### src/hw/ddr_cmd_pkg.sv
`default_nettype none

package ddr_cmd_pkg;

    // opcodes as {ras, cas, we}, active high
    localparam logic [2:0] OP_NOP = 3'b000;        // idle slot
    localparam logic [2:0] OP_ACT = 3'b100;        // activate row
    localparam logic [2:0] OP_RD  = 3'b010;        // read burst
    localparam logic [2:0] OP_WR  = 3'b011;        // write burst
    localparam logic [2:0] OP_PRE = 3'b101;        // precharge bank

    // command word layout
    localparam int OPC_LSB    = 29;                // opcode [31:29]
    localparam int BANK_LSB   = 26;                // bank [28:26]
    localparam int ADDR_LSB   = 11;                // address [25:11]
    localparam int ADDR_BITS  = 15;
    localparam int DONE_BIT   = 10;                // last word of a sequence
    localparam int PAUSE_BITS = 10;                // pause [9:0]

    // pauses in controller clocks after each command
    localparam logic [PAUSE_BITS-1:0] T_RCD_PAUSE = 10'd5;   // act to first burst
    localparam logic [PAUSE_BITS-1:0] T_RP_PAUSE  = 10'd5;   // read pre to next act
    localparam logic [PAUSE_BITS-1:0] T_WR_PAUSE  = 10'd12;  // write recovery + trp
    localparam logic [PAUSE_BITS-1:0] RW_PAUSE    = 10'd0;   // back to back bursts

    localparam int SEL_ADDR_BIT = 14;              // late/early select in addr field

    // act + up to 2**n bursts + pre
    function automatic int MAX_SEQ_WORDS(input int num_xfer_bits);
        return (1 << num_xfer_bits) + 2;
    endfunction

    // pack one command word from its fields
    function automatic logic [31:0] cmd_word(input logic [2:0]            opc,
                                             input logic [2:0]            bank,
                                             input logic [ADDR_BITS-1:0]  addr,
                                             input logic                  done,
                                             input logic [PAUSE_BITS-1:0] pause);
        logic [31:0] w;
        w                       = '0;
        w[OPC_LSB +: 3]         = opc;
        w[BANK_LSB +: 3]        = bank;
        w[ADDR_LSB +: ADDR_BITS] = addr;
        w[DONE_BIT]             = done;
        w[PAUSE_BITS-1:0]       = pause;
        return w;
    endfunction

endpackage

`default_nettype wire

### src/hw/cmd_encod_linear_rd.sv
`timescale 1ns/1ps
`default_nettype none

module cmd_encod_linear_rd #(
    parameter int ADDRESS_NUMBER = 15,
    parameter int COLADDR_NUMBER = 10,
    parameter int NUM_XFER_BITS  = 6,       // 0 in num128_in means 2**NUM_XFER_BITS
    parameter bit RSEL           = 1'b1     // late/early read select
) (
    input  wire                      clk,
    input  wire                      mrst,
    input  wire [2:0]                bank_in,
    input  wire [ADDRESS_NUMBER-1:0] row_in,
    input  wire [COLADDR_NUMBER-4:0] start_col,        // in 8-bursts
    input  wire [NUM_XFER_BITS-1:0]  num128_in,
    input  wire                      skip_next_page_in,
    input  wire                      start,
    output logic [31:0]              enc_cmd,
    output logic                     enc_wr,
    output logic                     enc_done
);

    logic [2:0]                bank_r;              // latched request
    logic [COLADDR_NUMBER-4:0] col_r;               // current burst column, wraps
    logic [NUM_XFER_BITS:0]    left_r;              // bursts still to emit
    logic                      skip_r;
    logic                      busy;                // act sent, pre not yet
    logic [ADDRESS_NUMBER-1:0] burst_addr;
    logic [ADDRESS_NUMBER-1:0] pre_addr;

    always_comb begin
        burst_addr                             = '0;
        burst_addr[COLADDR_NUMBER-1:0]         = {col_r, 3'b000};  // column in 16-bit words
        burst_addr[ddr_cmd_pkg::SEL_ADDR_BIT]  = RSEL;
    end

    assign pre_addr = {{(ADDRESS_NUMBER-1){1'b0}}, skip_r};       // a0 keeps next page

    // control
    always_ff @(posedge clk) begin
        if (mrst) begin
            busy     <= 1'b0;
            enc_wr   <= 1'b0;
            enc_done <= 1'b0;
        end else if (start) begin
            busy     <= 1'b1;
            enc_wr   <= 1'b1;                          // act goes out next cycle
            enc_done <= 1'b0;
        end else if (busy) begin
            enc_wr   <= 1'b1;
            enc_done <= (left_r == '0);                // pre is the last word
            busy     <= (left_r != '0);
        end else begin
            enc_wr   <= 1'b0;
            enc_done <= 1'b0;
        end
    end

    // request latch and word build
    always_ff @(posedge clk) begin
        if (start) begin
            bank_r  <= bank_in;
            col_r   <= start_col;
            skip_r  <= skip_next_page_in;
            left_r  <= (num128_in == '0) ? {1'b1, {NUM_XFER_BITS{1'b0}}} : {1'b0, num128_in};
            enc_cmd <= ddr_cmd_pkg::cmd_word(ddr_cmd_pkg::OP_ACT, bank_in, row_in, 1'b0,
                                             ddr_cmd_pkg::T_RCD_PAUSE);
        end else if (busy && (left_r != '0)) begin
            col_r   <= col_r + 1'b1;                   // mod 128
            left_r  <= left_r - 1'b1;
            enc_cmd <= ddr_cmd_pkg::cmd_word(ddr_cmd_pkg::OP_RD, bank_r, burst_addr, 1'b0,
                                             ddr_cmd_pkg::RW_PAUSE);
        end else if (busy) begin
            enc_cmd <= ddr_cmd_pkg::cmd_word(ddr_cmd_pkg::OP_PRE, bank_r, pre_addr, 1'b1,
                                             ddr_cmd_pkg::T_RP_PAUSE);
        end else begin
            enc_cmd <= ddr_cmd_pkg::cmd_word(ddr_cmd_pkg::OP_NOP, bank_r, '0, 1'b0, '0);
        end
    end

endmodule

`default_nettype wire

### src/hw/cmd_encod_linear_wr.sv
`timescale 1ns/1ps
`default_nettype none

module cmd_encod_linear_wr #(
    parameter int ADDRESS_NUMBER = 15,
    parameter int COLADDR_NUMBER = 10,
    parameter int NUM_XFER_BITS  = 6,       // 0 in num128_in means 2**NUM_XFER_BITS
    parameter bit WSEL           = 1'b0     // late/early write select
) (
    input  wire                      clk,
    input  wire                      mrst,
    input  wire [2:0]                bank_in,
    input  wire [ADDRESS_NUMBER-1:0] row_in,
    input  wire [COLADDR_NUMBER-4:0] start_col,        // in 8-bursts
    input  wire [NUM_XFER_BITS-1:0]  num128_in,
    input  wire                      skip_next_page_in,
    input  wire                      start,
    output logic [31:0]              enc_cmd,
    output logic                     enc_wr,
    output logic                     enc_done
);

    logic [2:0]                bank_r;
    logic [COLADDR_NUMBER-4:0] col_r;               // wraps within the page
    logic [NUM_XFER_BITS:0]    left_r;              // write bursts remaining
    logic                      skip_r;
    logic                      busy;
    logic [ADDRESS_NUMBER-1:0] burst_addr;
    logic [ADDRESS_NUMBER-1:0] pre_addr;

    always_comb begin
        burst_addr                             = '0;
        burst_addr[COLADDR_NUMBER-1:0]         = {col_r, 3'b000};
        burst_addr[ddr_cmd_pkg::SEL_ADDR_BIT]  = WSEL;  // write timing select
    end

    assign pre_addr = {{(ADDRESS_NUMBER-1){1'b0}}, skip_r};

    always_ff @(posedge clk) begin
        if (mrst) begin
            busy     <= 1'b0;
            enc_wr   <= 1'b0;
            enc_done <= 1'b0;
        end else if (start) begin
            busy     <= 1'b1;
            enc_wr   <= 1'b1;
            enc_done <= 1'b0;
        end else if (busy) begin
            enc_wr   <= 1'b1;
            enc_done <= (left_r == '0);                // with pre word
            busy     <= (left_r != '0);
        end else begin
            enc_wr   <= 1'b0;
            enc_done <= 1'b0;
        end
    end

    // same walk as the read side, wr opcode and write recovery on pre
    always_ff @(posedge clk) begin
        if (start) begin
            bank_r  <= bank_in;
            col_r   <= start_col;
            skip_r  <= skip_next_page_in;
            left_r  <= (num128_in == '0) ? {1'b1, {NUM_XFER_BITS{1'b0}}} : {1'b0, num128_in};
            enc_cmd <= ddr_cmd_pkg::cmd_word(ddr_cmd_pkg::OP_ACT, bank_in, row_in, 1'b0,
                                             ddr_cmd_pkg::T_RCD_PAUSE);
        end else if (busy && (left_r != '0)) begin
            col_r   <= col_r + 1'b1;
            left_r  <= left_r - 1'b1;
            enc_cmd <= ddr_cmd_pkg::cmd_word(ddr_cmd_pkg::OP_WR, bank_r, burst_addr, 1'b0,
                                             ddr_cmd_pkg::RW_PAUSE);
        end else if (busy) begin
            enc_cmd <= ddr_cmd_pkg::cmd_word(ddr_cmd_pkg::OP_PRE, bank_r, pre_addr, 1'b1,
                                             ddr_cmd_pkg::T_WR_PAUSE);
        end else begin
            enc_cmd <= ddr_cmd_pkg::cmd_word(ddr_cmd_pkg::OP_NOP, bank_r, '0, 1'b0, '0);
        end
    end

endmodule

`default_nettype wire

### src/hw/cmd_encod_linear_rw.sv
`timescale 1ns/1ps
`default_nettype none

module cmd_encod_linear_rw #(
    parameter int ADDRESS_NUMBER = 15,
    parameter int COLADDR_NUMBER = 10,
    parameter int NUM_XFER_BITS  = 6,
    parameter bit RSEL           = 1'b1,
    parameter bit WSEL           = 1'b0
) (
    input  wire                      clk,
    input  wire                      mrst,
    input  wire [2:0]                bank_in,
    input  wire [ADDRESS_NUMBER-1:0] row_in,
    input  wire [COLADDR_NUMBER-4:0] start_col,
    input  wire [NUM_XFER_BITS-1:0]  num128_in,
    input  wire                      skip_next_page_in,
    input  wire                      start_rd,
    input  wire                      start_wr,
    output logic                     start,             // 1 clk after start_rd/start_wr
    output logic [31:0]              enc_cmd,
    output logic                     enc_wr,
    output logic                     enc_done
);

    logic [31:0] enc_cmd_rd;
    logic        enc_wr_rd;
    logic        enc_done_rd;
    logic [31:0] enc_cmd_wr;
    logic        enc_wr_wr;
    logic        enc_done_wr;
    logic        select_wr;                            // last started was the writer

    cmd_encod_linear_rd #(
        .ADDRESS_NUMBER (ADDRESS_NUMBER),
        .COLADDR_NUMBER (COLADDR_NUMBER),
        .NUM_XFER_BITS  (NUM_XFER_BITS),
        .RSEL           (RSEL)
    ) cmd_encod_linear_rd_i (
        .clk               (clk),
        .mrst              (mrst),
        .bank_in           (bank_in),
        .row_in            (row_in),
        .start_col         (start_col),
        .num128_in         (num128_in),
        .skip_next_page_in (skip_next_page_in),
        .start             (start_rd),
        .enc_cmd           (enc_cmd_rd),
        .enc_wr            (enc_wr_rd),
        .enc_done          (enc_done_rd)
    );

    cmd_encod_linear_wr #(
        .ADDRESS_NUMBER (ADDRESS_NUMBER),
        .COLADDR_NUMBER (COLADDR_NUMBER),
        .NUM_XFER_BITS  (NUM_XFER_BITS),
        .WSEL           (WSEL)
    ) cmd_encod_linear_wr_i (
        .clk               (clk),
        .mrst              (mrst),
        .bank_in           (bank_in),
        .row_in            (row_in),
        .start_col         (start_col),
        .num128_in         (num128_in),
        .skip_next_page_in (skip_next_page_in),
        .start             (start_wr),
        .enc_cmd           (enc_cmd_wr),
        .enc_wr            (enc_wr_wr),
        .enc_done          (enc_done_wr)
    );

    always_ff @(posedge clk) begin
        if (mrst) begin
            start     <= 1'b0;
            select_wr <= 1'b0;
            enc_wr    <= 1'b0;
            enc_done  <= 1'b0;
        end else begin
            start    <= start_rd || start_wr;
            enc_wr   <= select_wr ? enc_wr_wr : enc_wr_rd;
            enc_done <= select_wr ? enc_done_wr : enc_done_rd;
            if (start_rd) begin
                select_wr <= 1'b0;
            end else if (start_wr) begin
                select_wr <= 1'b1;
            end
        end
    end

    always_ff @(posedge clk) begin
        enc_cmd <= select_wr ? enc_cmd_wr : enc_cmd_rd;  // payload, follows select
    end

endmodule

`default_nettype wire

### src/hw/cmd_seq_buf.sv
`timescale 1ns/1ps
`default_nettype none

module cmd_seq_buf #(
    parameter int BUF_DEPTH_LOG = 7,
    parameter int NUM_XFER_BITS = 6         // sizes the room needed for one sequence
) (
    input  wire         clk,
    input  wire         mrst,
    input  wire  [31:0] enc_cmd,
    input  wire         enc_wr,
    input  wire         enc_done,
    input  wire         cmd_credit,                    // one slot granted by sequencer
    output logic [31:0] cmd_word,
    output logic        cmd_valid,
    output logic        enough_room                    // a full sequence fits
);

    localparam int DEPTH       = 1 << BUF_DEPTH_LOG;
    localparam int CREDIT_BITS = 16;
    localparam logic [BUF_DEPTH_LOG:0] MAX_FILL =
        (BUF_DEPTH_LOG + 1)'(DEPTH - ddr_cmd_pkg::MAX_SEQ_WORDS(NUM_XFER_BITS));

    logic [31:0]              mem [DEPTH];
    logic [BUF_DEPTH_LOG-1:0] wr_ptr;
    logic [BUF_DEPTH_LOG-1:0] rd_ptr;
    logic [BUF_DEPTH_LOG:0]   fill;                    // words held
    logic [CREDIT_BITS-1:0]   credits;                 // unspent credits
    logic [CREDIT_BITS-1:0]   credits_avail;           // incl. this cycle's grant
    logic                     pop;

    assign credits_avail = credits + CREDIT_BITS'(cmd_credit);
    assign pop           = (credits_avail != '0) && (fill != '0);
    assign enough_room   = (fill <= MAX_FILL);

    always_ff @(posedge clk) begin
        if (enc_wr) begin
            // done flag restamped from the encoder strobe
            mem[wr_ptr] <= {enc_cmd[31:ddr_cmd_pkg::DONE_BIT+1], enc_done,
                            enc_cmd[ddr_cmd_pkg::DONE_BIT-1:0]};
        end
        if (pop) begin
            cmd_word <= mem[rd_ptr];
        end
    end

    always_ff @(posedge clk) begin
        if (mrst) begin
            wr_ptr    <= '0;
            rd_ptr    <= '0;
            fill      <= '0;
            credits   <= '0;
            cmd_valid <= 1'b0;
        end else begin
            cmd_valid <= pop;                          // one word per spent credit
            if (enc_wr) begin
                wr_ptr <= wr_ptr + 1'b1;
            end
            if (pop) begin
                rd_ptr <= rd_ptr + 1'b1;
            end
            fill    <= fill + (BUF_DEPTH_LOG + 1)'(enc_wr) - (BUF_DEPTH_LOG + 1)'(pop);
            credits <= credits_avail - CREDIT_BITS'(pop);
        end
    end

endmodule

`default_nettype wire

### src/hw/linear_rw_top.sv
`timescale 1ns/1ps
`default_nettype none

module linear_rw_top #(
    parameter int ADDRESS_NUMBER = 15,
    parameter int COLADDR_NUMBER = 10,
    parameter int NUM_XFER_BITS  = 6,
    parameter bit RSEL           = 1'b1,
    parameter bit WSEL           = 1'b0,
    parameter int BUF_DEPTH_LOG  = 7
) (
    input  wire                      clk,
    input  wire                      mrst,
    input  wire [2:0]                bank_in,
    input  wire [ADDRESS_NUMBER-1:0] row_in,
    input  wire [COLADDR_NUMBER-4:0] start_col,
    input  wire [NUM_XFER_BITS-1:0]  num128_in,
    input  wire                      skip_next_page_in,
    input  wire                      start_rd,
    input  wire                      start_wr,
    input  wire                      cmd_credit,
    output logic                     start,
    output logic [31:0]              cmd_word,
    output logic                     cmd_valid,
    output logic                     seq_ready,         // may start a new request
    output logic                     seq_done           // last word of a sequence encoded
);

    logic [31:0] enc_cmd;
    logic        enc_wr;
    logic        enc_done;
    logic        enough_room;
    logic        busy;                                 // sequence in flight
    logic        running;                              // low during reset only

    cmd_encod_linear_rw #(
        .ADDRESS_NUMBER (ADDRESS_NUMBER),
        .COLADDR_NUMBER (COLADDR_NUMBER),
        .NUM_XFER_BITS  (NUM_XFER_BITS),
        .RSEL           (RSEL),
        .WSEL           (WSEL)
    ) cmd_encod_linear_rw_i (
        .clk               (clk),
        .mrst              (mrst),
        .bank_in           (bank_in),
        .row_in            (row_in),
        .start_col         (start_col),
        .num128_in         (num128_in),
        .skip_next_page_in (skip_next_page_in),
        .start_rd          (start_rd),
        .start_wr          (start_wr),
        .start             (start),
        .enc_cmd           (enc_cmd),
        .enc_wr            (enc_wr),
        .enc_done          (enc_done)
    );

    cmd_seq_buf #(
        .BUF_DEPTH_LOG (BUF_DEPTH_LOG),
        .NUM_XFER_BITS (NUM_XFER_BITS)
    ) cmd_seq_buf_i (
        .clk         (clk),
        .mrst        (mrst),
        .enc_cmd     (enc_cmd),
        .enc_wr      (enc_wr),
        .enc_done    (enc_done),
        .cmd_credit  (cmd_credit),
        .cmd_word    (cmd_word),
        .cmd_valid   (cmd_valid),
        .enough_room (enough_room)
    );

    always_ff @(posedge clk) begin
        if (mrst) begin
            busy    <= 1'b0;
            running <= 1'b0;
        end else begin
            running <= 1'b1;
            if (start_rd || start_wr) begin
                busy <= 1'b1;
            end else if (enc_done) begin
                busy <= 1'b0;                          // pre word is in the buffer
            end
        end
    end

    assign seq_ready = running && enough_room && !busy;
    assign seq_done  = enc_done;

endmodule

`default_nettype wire

### config.mk
export PLATFORM = sky130hd
export DESIGN_NAME = linear_rw_top
export DESIGN_NICKNAME = d
export VERILOG_FILES = /design/src/hw/ddr_cmd_pkg.sv /design/src/hw/cmd_encod_linear_rd.sv /design/src/hw/cmd_encod_linear_wr.sv /design/src/hw/cmd_encod_linear_rw.sv /design/src/hw/cmd_seq_buf.sv /design/src/hw/linear_rw_top.sv
export SDC_FILE = /design/constraint.sdc
export NUM_CORES = 2
export LEC_CHECK = 0
export BUFFER_PORTS_ARGS = -buffer_cell sky130_fd_sc_hd__buf_2
export CORE_MARGIN = 2
export CORE_UTILIZATION = 42
export CTS_BUF_LIST = sky130_fd_sc_hd__clkbuf_8
export CTS_CLUSTER_DIAMETER = 40
export CTS_CLUSTER_SIZE = 40
export DETAILED_ROUTE_END_ITERATION = 12
export RECOVER_POWER = 25
export SYNTH_ARGS = -nofsm -noshare
export SYNTH_HDL_FRONTEND = slang
export SYNTH_SLANG_ARGS = --single-unit
### constraint.sdc
create_clock -name clk -period 4.25 [get_ports clk]
set_input_delay 0.2125 -clock clk [delete_from_list [all_inputs] [get_ports clk]]
set_output_delay 0.2125 -clock clk [all_outputs]
set_load 0.02 [all_outputs]
; ---- Word-level counts from Yosys, hierarchy flattened
; Memories as Yosys holds them, arrays and structs flattened. A register that Yosys moved wholly into a read port is not among the register bits.
; Index checks and enable logic that the tools add are counted.
[op_classes]
addsub = 10
magnitude_cmp = 1
mux = 31
bitwise_logic = 2
reduce_logical = 22
[ops]
columns = op, n
row1 = $mux 32, 5
row2 = $mux 7, 9
row3 = $mux 29, 2
row4 = $add 7x1->7 const B, 4
row5 = $add 16x1->16, 1
row6 = $reduce_bool 16->1, 1
row7 = $sub 16x1->16, 1
row8 = $mux 1, 15
row9 = $logic_not 7->1, 2
row10 = $reduce_bool 7->1, 2
row11 = $sub 7x1->7 const B, 2
row12 = $add 8x1->8, 1
row13 = $le 8x6->1 const B, 1
row14 = $reduce_bool 8->1, 1
row15 = $sub 8x1->8, 1
row16 = $logic_not 6->1, 1
row17 = $reduce_bool 2->1, 3
row18 = $reduce_or 2->1, 3
row19 = $reduce_or 3->1, 2
row20 = $logic_and 1x1->1, 5
row21 = $not 1->1, 2
row22 = $logic_not 1->1, 1
row23 = $logic_or 1x1->1, 1
[word_totals]
register_bits = 183
ram_bits = 4096
output_inout_bits = 36
elab_cells = 99
memories = 1
[mem_list]
columns = memory, words, width, rd, rd_clocked_by_memory_dff, wr, line
row1 = cmd_seq_buf_i.mem, 128, 32, 1, 1, 1, cmd_seq_buf.sv:24  ; logic [31:0] mem [DEPTH];

; ---- Logic depth before layout (Yosys ltp)
[depth]
depth_word = 4
ltp_mapped = 21
ltp_nobuf = 19

; ---- Cells and area by module
; A second synthesis with hierarchy kept.
[unflattened]
cells_unflattened = 6680
hier_area_um2 = 163903.4
[by_module_without_submodules]
columns = mod, instances, cells_per_inst, area_per_inst_um2, seq_area_each_um2
row1 = cmd_seq_buf, 1, 6291, 159071.3, 124739.6
row2 = cmd_encod_linear_rd, 1, 152, 1739.2, 1021.0
row3 = cmd_encod_linear_wr, 1, 149, 1729.2, 1061.0
row4 = cmd_encod_linear_rw, 1, 80, 1297.5, 720.7
row5 = linear_rw_top, 1, 8, 66.3, 40.0

; ---- Least setup slack after synthesis
; No wires, ideal clock.
[synth_path]
kind = flip-flop to flip-flop
from = register cmd_seq_buf_i.wr_ptr[6]
to = memory cmd_seq_buf_i.mem[80][0], enable pin
arrival_time_ns = 3.429
required_ns = 3.784
setup_slack_ns = 0.354
stages_incl_launch_ff = 5
synth_period_minus_slack_ns = 3.896
path_cell_list = dfxtp_1 clkbuf_1 nor2b_1 nand3_1 nor4_1
[synth_lines]
columns = item, line
row1 = start: declaration, cmd_seq_buf.sv:25  ; logic [BUF_DEPTH_LOG-1:0] wr_ptr;
row2 = start signal: assignment, cmd_seq_buf.sv:57  ; wr_ptr <= wr_ptr + 1'b1;
row3 = end: declaration, cmd_seq_buf.sv:24
; Straight into the memory's write port.

; ---- Final worst setup path
[layout_path]
from = register cmd_seq_buf_i.credits[0]
to = register cmd_seq_buf_i.fill[7]
[layout_via]
elab_chain_cells = 4
[layout_rtl]
columns = item, line
row1 = start: declaration, cmd_seq_buf.sv:28  ; logic [CREDIT_BITS-1:0] credits;
row2 = start signal: assignment, cmd_seq_buf.sv:63  ; credits <= credits_avail - CREDIT_BITS'(pop);
row3 = $add 16x1->16, cmd_seq_buf.sv:32  ; assign credits_avail = credits + CREDIT_BITS'(cmd_credit);
row4 = $reduce_bool 16->1, cmd_seq_buf.sv:33  ; assign pop = (credits_avail != '0) && (fill != '0);
row5 = $logic_and 1x1->1, cmd_seq_buf.sv:33
row6 = $sub 8x1->8, cmd_seq_buf.sv:62  ; fill <= fill + (BUF_DEPTH_LOG + 1)'(enc_wr) - (BUF_DEPTH_LOG + 1)'(pop);
row7 = end signal: assignment, cmd_seq_buf.sv:62
row8 = end: declaration, cmd_seq_buf.sv:27  ; logic [BUF_DEPTH_LOG:0] fill;
; No other way between the ends.
; A chain may end at the register's enable or synchronous reset.

==> flow_summary.yaml <==
status:
  status: "finished, violations left"
  violations: "max-capacitance violations, max-slew violations"
setup_path:
  worstPathArrival_ns: 4.80
  r2r_slack_ns: 0.34
  slowest_stage: "nor4_2"
  r2r-start: "cmd_seq_buf_i.credits[0]"
  rr_endpoint: "cmd_seq_buf_i.fill[7]"
  path_cells: "ha_2 > ha_4 > nand3_1 > nor4_2 > nand3b_1 > nand3_2 > nor3_2 > nor3_2 > a21o_1 > ha_1 > a21o_1 > a21oi_1 > o21bai_1 > a21oi_1 > o21bai_1 > a21oi_1 > mux2_2"
  reg2regPathDepth: 17
  start_kind: "flop"
  end_kind: "flop"
  slowest_delay_ns: 0.37
  crit_family: "simple AND/OR/NAND/NOR gates"
  critPathKind: "reg2reg"
  cp_num_buf_inv: 0
  cp_max_fo: 8
  worst_path_most_repeated_cell: "a21oi_1"
  crit_required_ns: 5.14
hold_path:
  whs_path_depth: 3
  hold_path.startpoint: "row_in[5]"
  hold_class: "in2reg"
detailed_routing:
  routed_via_density: 5.77
  post_drt_wl_per_cell_um: 31.0
  routed_wl_mm: 317
  drc: 0
  dr.first_iter.drc_count: 7075
  first_pass_iters: 5
  antenna_violating_nets_post_route: 0
  via_count: 58896
logic_synthesis:
  synth_async_sr_flop_share: 0
  seq_area_frac_synth: 0.774
  ys.flop_type: "edfxtp_1"
  synth-seq-cells: 3250
  syn_area_mm2: 0.125
  syn_area_per_cell_um2: 23.4
  yosys-top-cells-area: "edfxtp_1 (76%), mux4_2 (17%), dfxtp_1 (1.9%)"
  yosysTopAreaCellShare: 0.755
  yosysTopAreaCell: "edfxtp_1"
  synth-edff-count: 3132
  postSynthCellCount: 5324
  ys_warn_count: 0
  synth_cell_type_count: 63
power_and_ir_drop:
  peakVddDrop_v: 0.000310
  power_density_mw_per_mm2: 540
  p_leak_nw: 43.8
  switching_share: 0.275
  clockPowerShare: 0.328
  p_comb_frac: 0.195
  seq_power_share: 0.476
  switchingPower_w: 0.0212
  internal_power_w: 0.0560
die:
  die_w_um: 548
  die-area_mm2: 0.301
  die_h_um: 548
  core_area_mm2: 0.294
  row_count: 199
  start_util: 0.423
  io_pins: 73
sta:
  rsz0062_at_grt: "false"
  hold_viol: 0
  max_freq_mhz: 256
  slew_headroom: -1.54
  tns_ns: 0
  whs_ns: 0.0925
  slew_violations: 1587
  finalSetupViolations: 0
  post-route-period-util: 0.920
  skew_ns: 0.0935
  period_needed_ns: 3.91
  worst_slew_pin_slew_ns: 3.80
final_layout:
  stdcell_count: 10214
  final_common_cell: "edfxtp_1"
  drive_gt1_frac: 0.362
  syn2layout_area_growth_pct: 14.7
  nets: 5996
  layout_common_cells: "edfxtp_1 (3,132), mux4_2 (960), clkbuf_8 (428), buf_4 (275), dfxtp_1 (110)"
global_route:
  grt_pass1_vias: 59790
  track_usage: 0.209
  antenna_found_initial: 16
  gr-total-overflow: 0
  grt_max_degree: 103
  grt_first_pass_wirelength_mm: 447
place:
  routabilityCongestion: 0.824
  dp.cells: 9373
  hpwl_mm: 182
  numPortBuffers: 65
cts:
  cts_buffers: 416
  cts_setup_buffers: 0
  clock_sinks: 3250
  cts_tree: "built"
  clk_pin_slew_ns: 0.08
  htree_num_levels: 5
  clock_path_buffers: 4
  cts_root_buf: "clkbuf_8"
  clk_latency_ns: 1.05
run:
  maxCapViolations: 23
[through the flow]
| stage | worst slack, ns | total power (W) | utilization | area, um^2 |
|---|---|---|---|---|
| floorplan | 0.354 | 0.0473 | - | 125000 |
| global placement | 0.102 | 0.0525 | 0.452 | 133000 |
| detailed placement | 0.0657 | 0.0527 | 0.452 | 133000 |
| CTS | 0.00506 | 0.0779 | 0.486 | 143000 |
| global route | 0.0415 | 0.0799 | 0.485 | 143000 |
| finish | 0.338 | 0.0772 | 0.485 | 143000 |
[tightest hold or removal path, stage by stage]
cell and delay [ns]:
dlygate4sd3_1 0.60, buf_2 0.15, a22o_1 0.12
[layer usage]
| metal | vias up | GRT usage | part of all wire |
|---|---|---|---|
| met5 | - | 0 | 0 |
| met4 | 0 | 0.0589 | 0.026 |
| met3 | 414 | 0.0339 | 0.073 |
| met2 | 2338 | 0.336 | 0.49 |
| met1 | 32197 | 0.297 | 0.41 |
| li1 | 23947 | - | - |
[synthesized netlist by cell type (6+ instances only)]
| cell | number |
|---|---|
| or3_1 | 6 |
| and3_1 | 12 |
| nand2b_1 | 13 |
| nor3_1 | 19 |
| nand4_1 | 11 |
| and2_1 | 19 |
| ha_1 | 22 |
| xor2_1 | 18 |
| buf_1 | 30 |
| mux2_2 | 40 |
| dfxtp_1 | 118 |
| nand3b_1 | 6 |
| buf_2 | 95 |
| or2_2 | 6 |
| clkbuf_1 | 153 |
| a22o_1 | 8 |
| nand3_1 | 32 |
| a21oi_1 | 20 |
| mux4_2 | 960 |
| a211oi_1 | 35 |
| xnor2_1 | 28 |
| edfxtp_1 | 3132 |
| nor2_1 | 173 |
| inv_1 | 25 |
| nor4_1 | 8 |
| o21ai_0 | 38 |
| nor2b_1 | 35 |
| nand2_1 | 106 |
| buf_4 | 14 |
| o221ai_1 | 20 |
| mux2i_1 | 60 |
[final cells by class]
type | instances | area, um^2
Sequential cell | 3250 | 96400
Clock buffer | 428 | 5890
Tap cell | 3919 | 4900
Fill cell | 23533 | 151000
Clock inverter | 345 | 3430
Timing Repair Buffer | 482 | 4420
Antenna cell | 4 | 10.0
Inverter | 25 | 93.8
Multi-Input combinational cell | 1761 | 27700
[sequential cells by signal (all words and copies together), names as in the netlist, 8 cells and up]
signal,cells
cmd_encod_linear_rw_i.cmd_encod_linear_rd_i.enc_cmd,21
cmd_encod_linear_rw_i.enc_cmd,23
cmd_seq_buf_i.fill,8
cmd_encod_linear_rw_i.cmd_encod_linear_wr_i.enc_cmd,23
cmd_seq_buf_i.cmd_word,24
cmd_seq_buf_i.credits,16
cmd_seq_buf_i.mem,3072
[power groups by stage]
| stage | logic [W] | clock network [W] | registers, W |
|---|---|---|---|
| floorplan | 0.0101 | 0 | 0.0372 |
| global placement | 0.0151 | 0 | 0.0374 |
| global route | 0.0160 | 0.0271 | 0.0368 |
| detailed placement | 0.0152 | 0 | 0.0375 |
| CTS | 0.0153 | 0.0258 | 0.0368 |
| finish | 0.0151 | 0.0254 | 0.0368 |
[worst max-delay path by stage]
stage	from	to	slack, ns	cells past startpoint
finish	cmd_seq_buf_i.credits[0]	cmd_seq_buf_i.fill[7]	0.34	17
global route	cmd_encod_linear_rw_i.enc_cmd[15]	cmd_seq_buf_i.mem[4][15]	0.04	1
CTS	cmd_seq_buf_i.credits[0]	cmd_seq_buf_i.fill[7]	0.005	17
detailed placement	cmd_seq_buf_i.credits[0]	cmd_seq_buf_i.fill[6]	0.07	19
floorplan	cmd_seq_buf_i.wr_ptr[6]	cmd_seq_buf_i.mem[80][0]	0.35	4
global placement	cmd_credit	cmd_seq_buf_i.fill[7]	0.10	18
[repair_timing]
action	4_1_cts	5_1_grt
hold buffers	64	0
hold endpoints to repair	121	0
setup endpoints to repair	0	2
resized for setup	0	8
[logic make-up after synthesis]
group,share of synthesized area
flip-flops,0.774
other,0.0000301
XOR/XNOR,0.00324
AND/OR/NAND/NOR,0.0180
buffers and inverters,0.0111
adder cells (fa/ha/maj),0.00237
AO/OA/AOI/OAI,0.00874
multiplexers,0.182
Power figures use the tool's default switching activity.
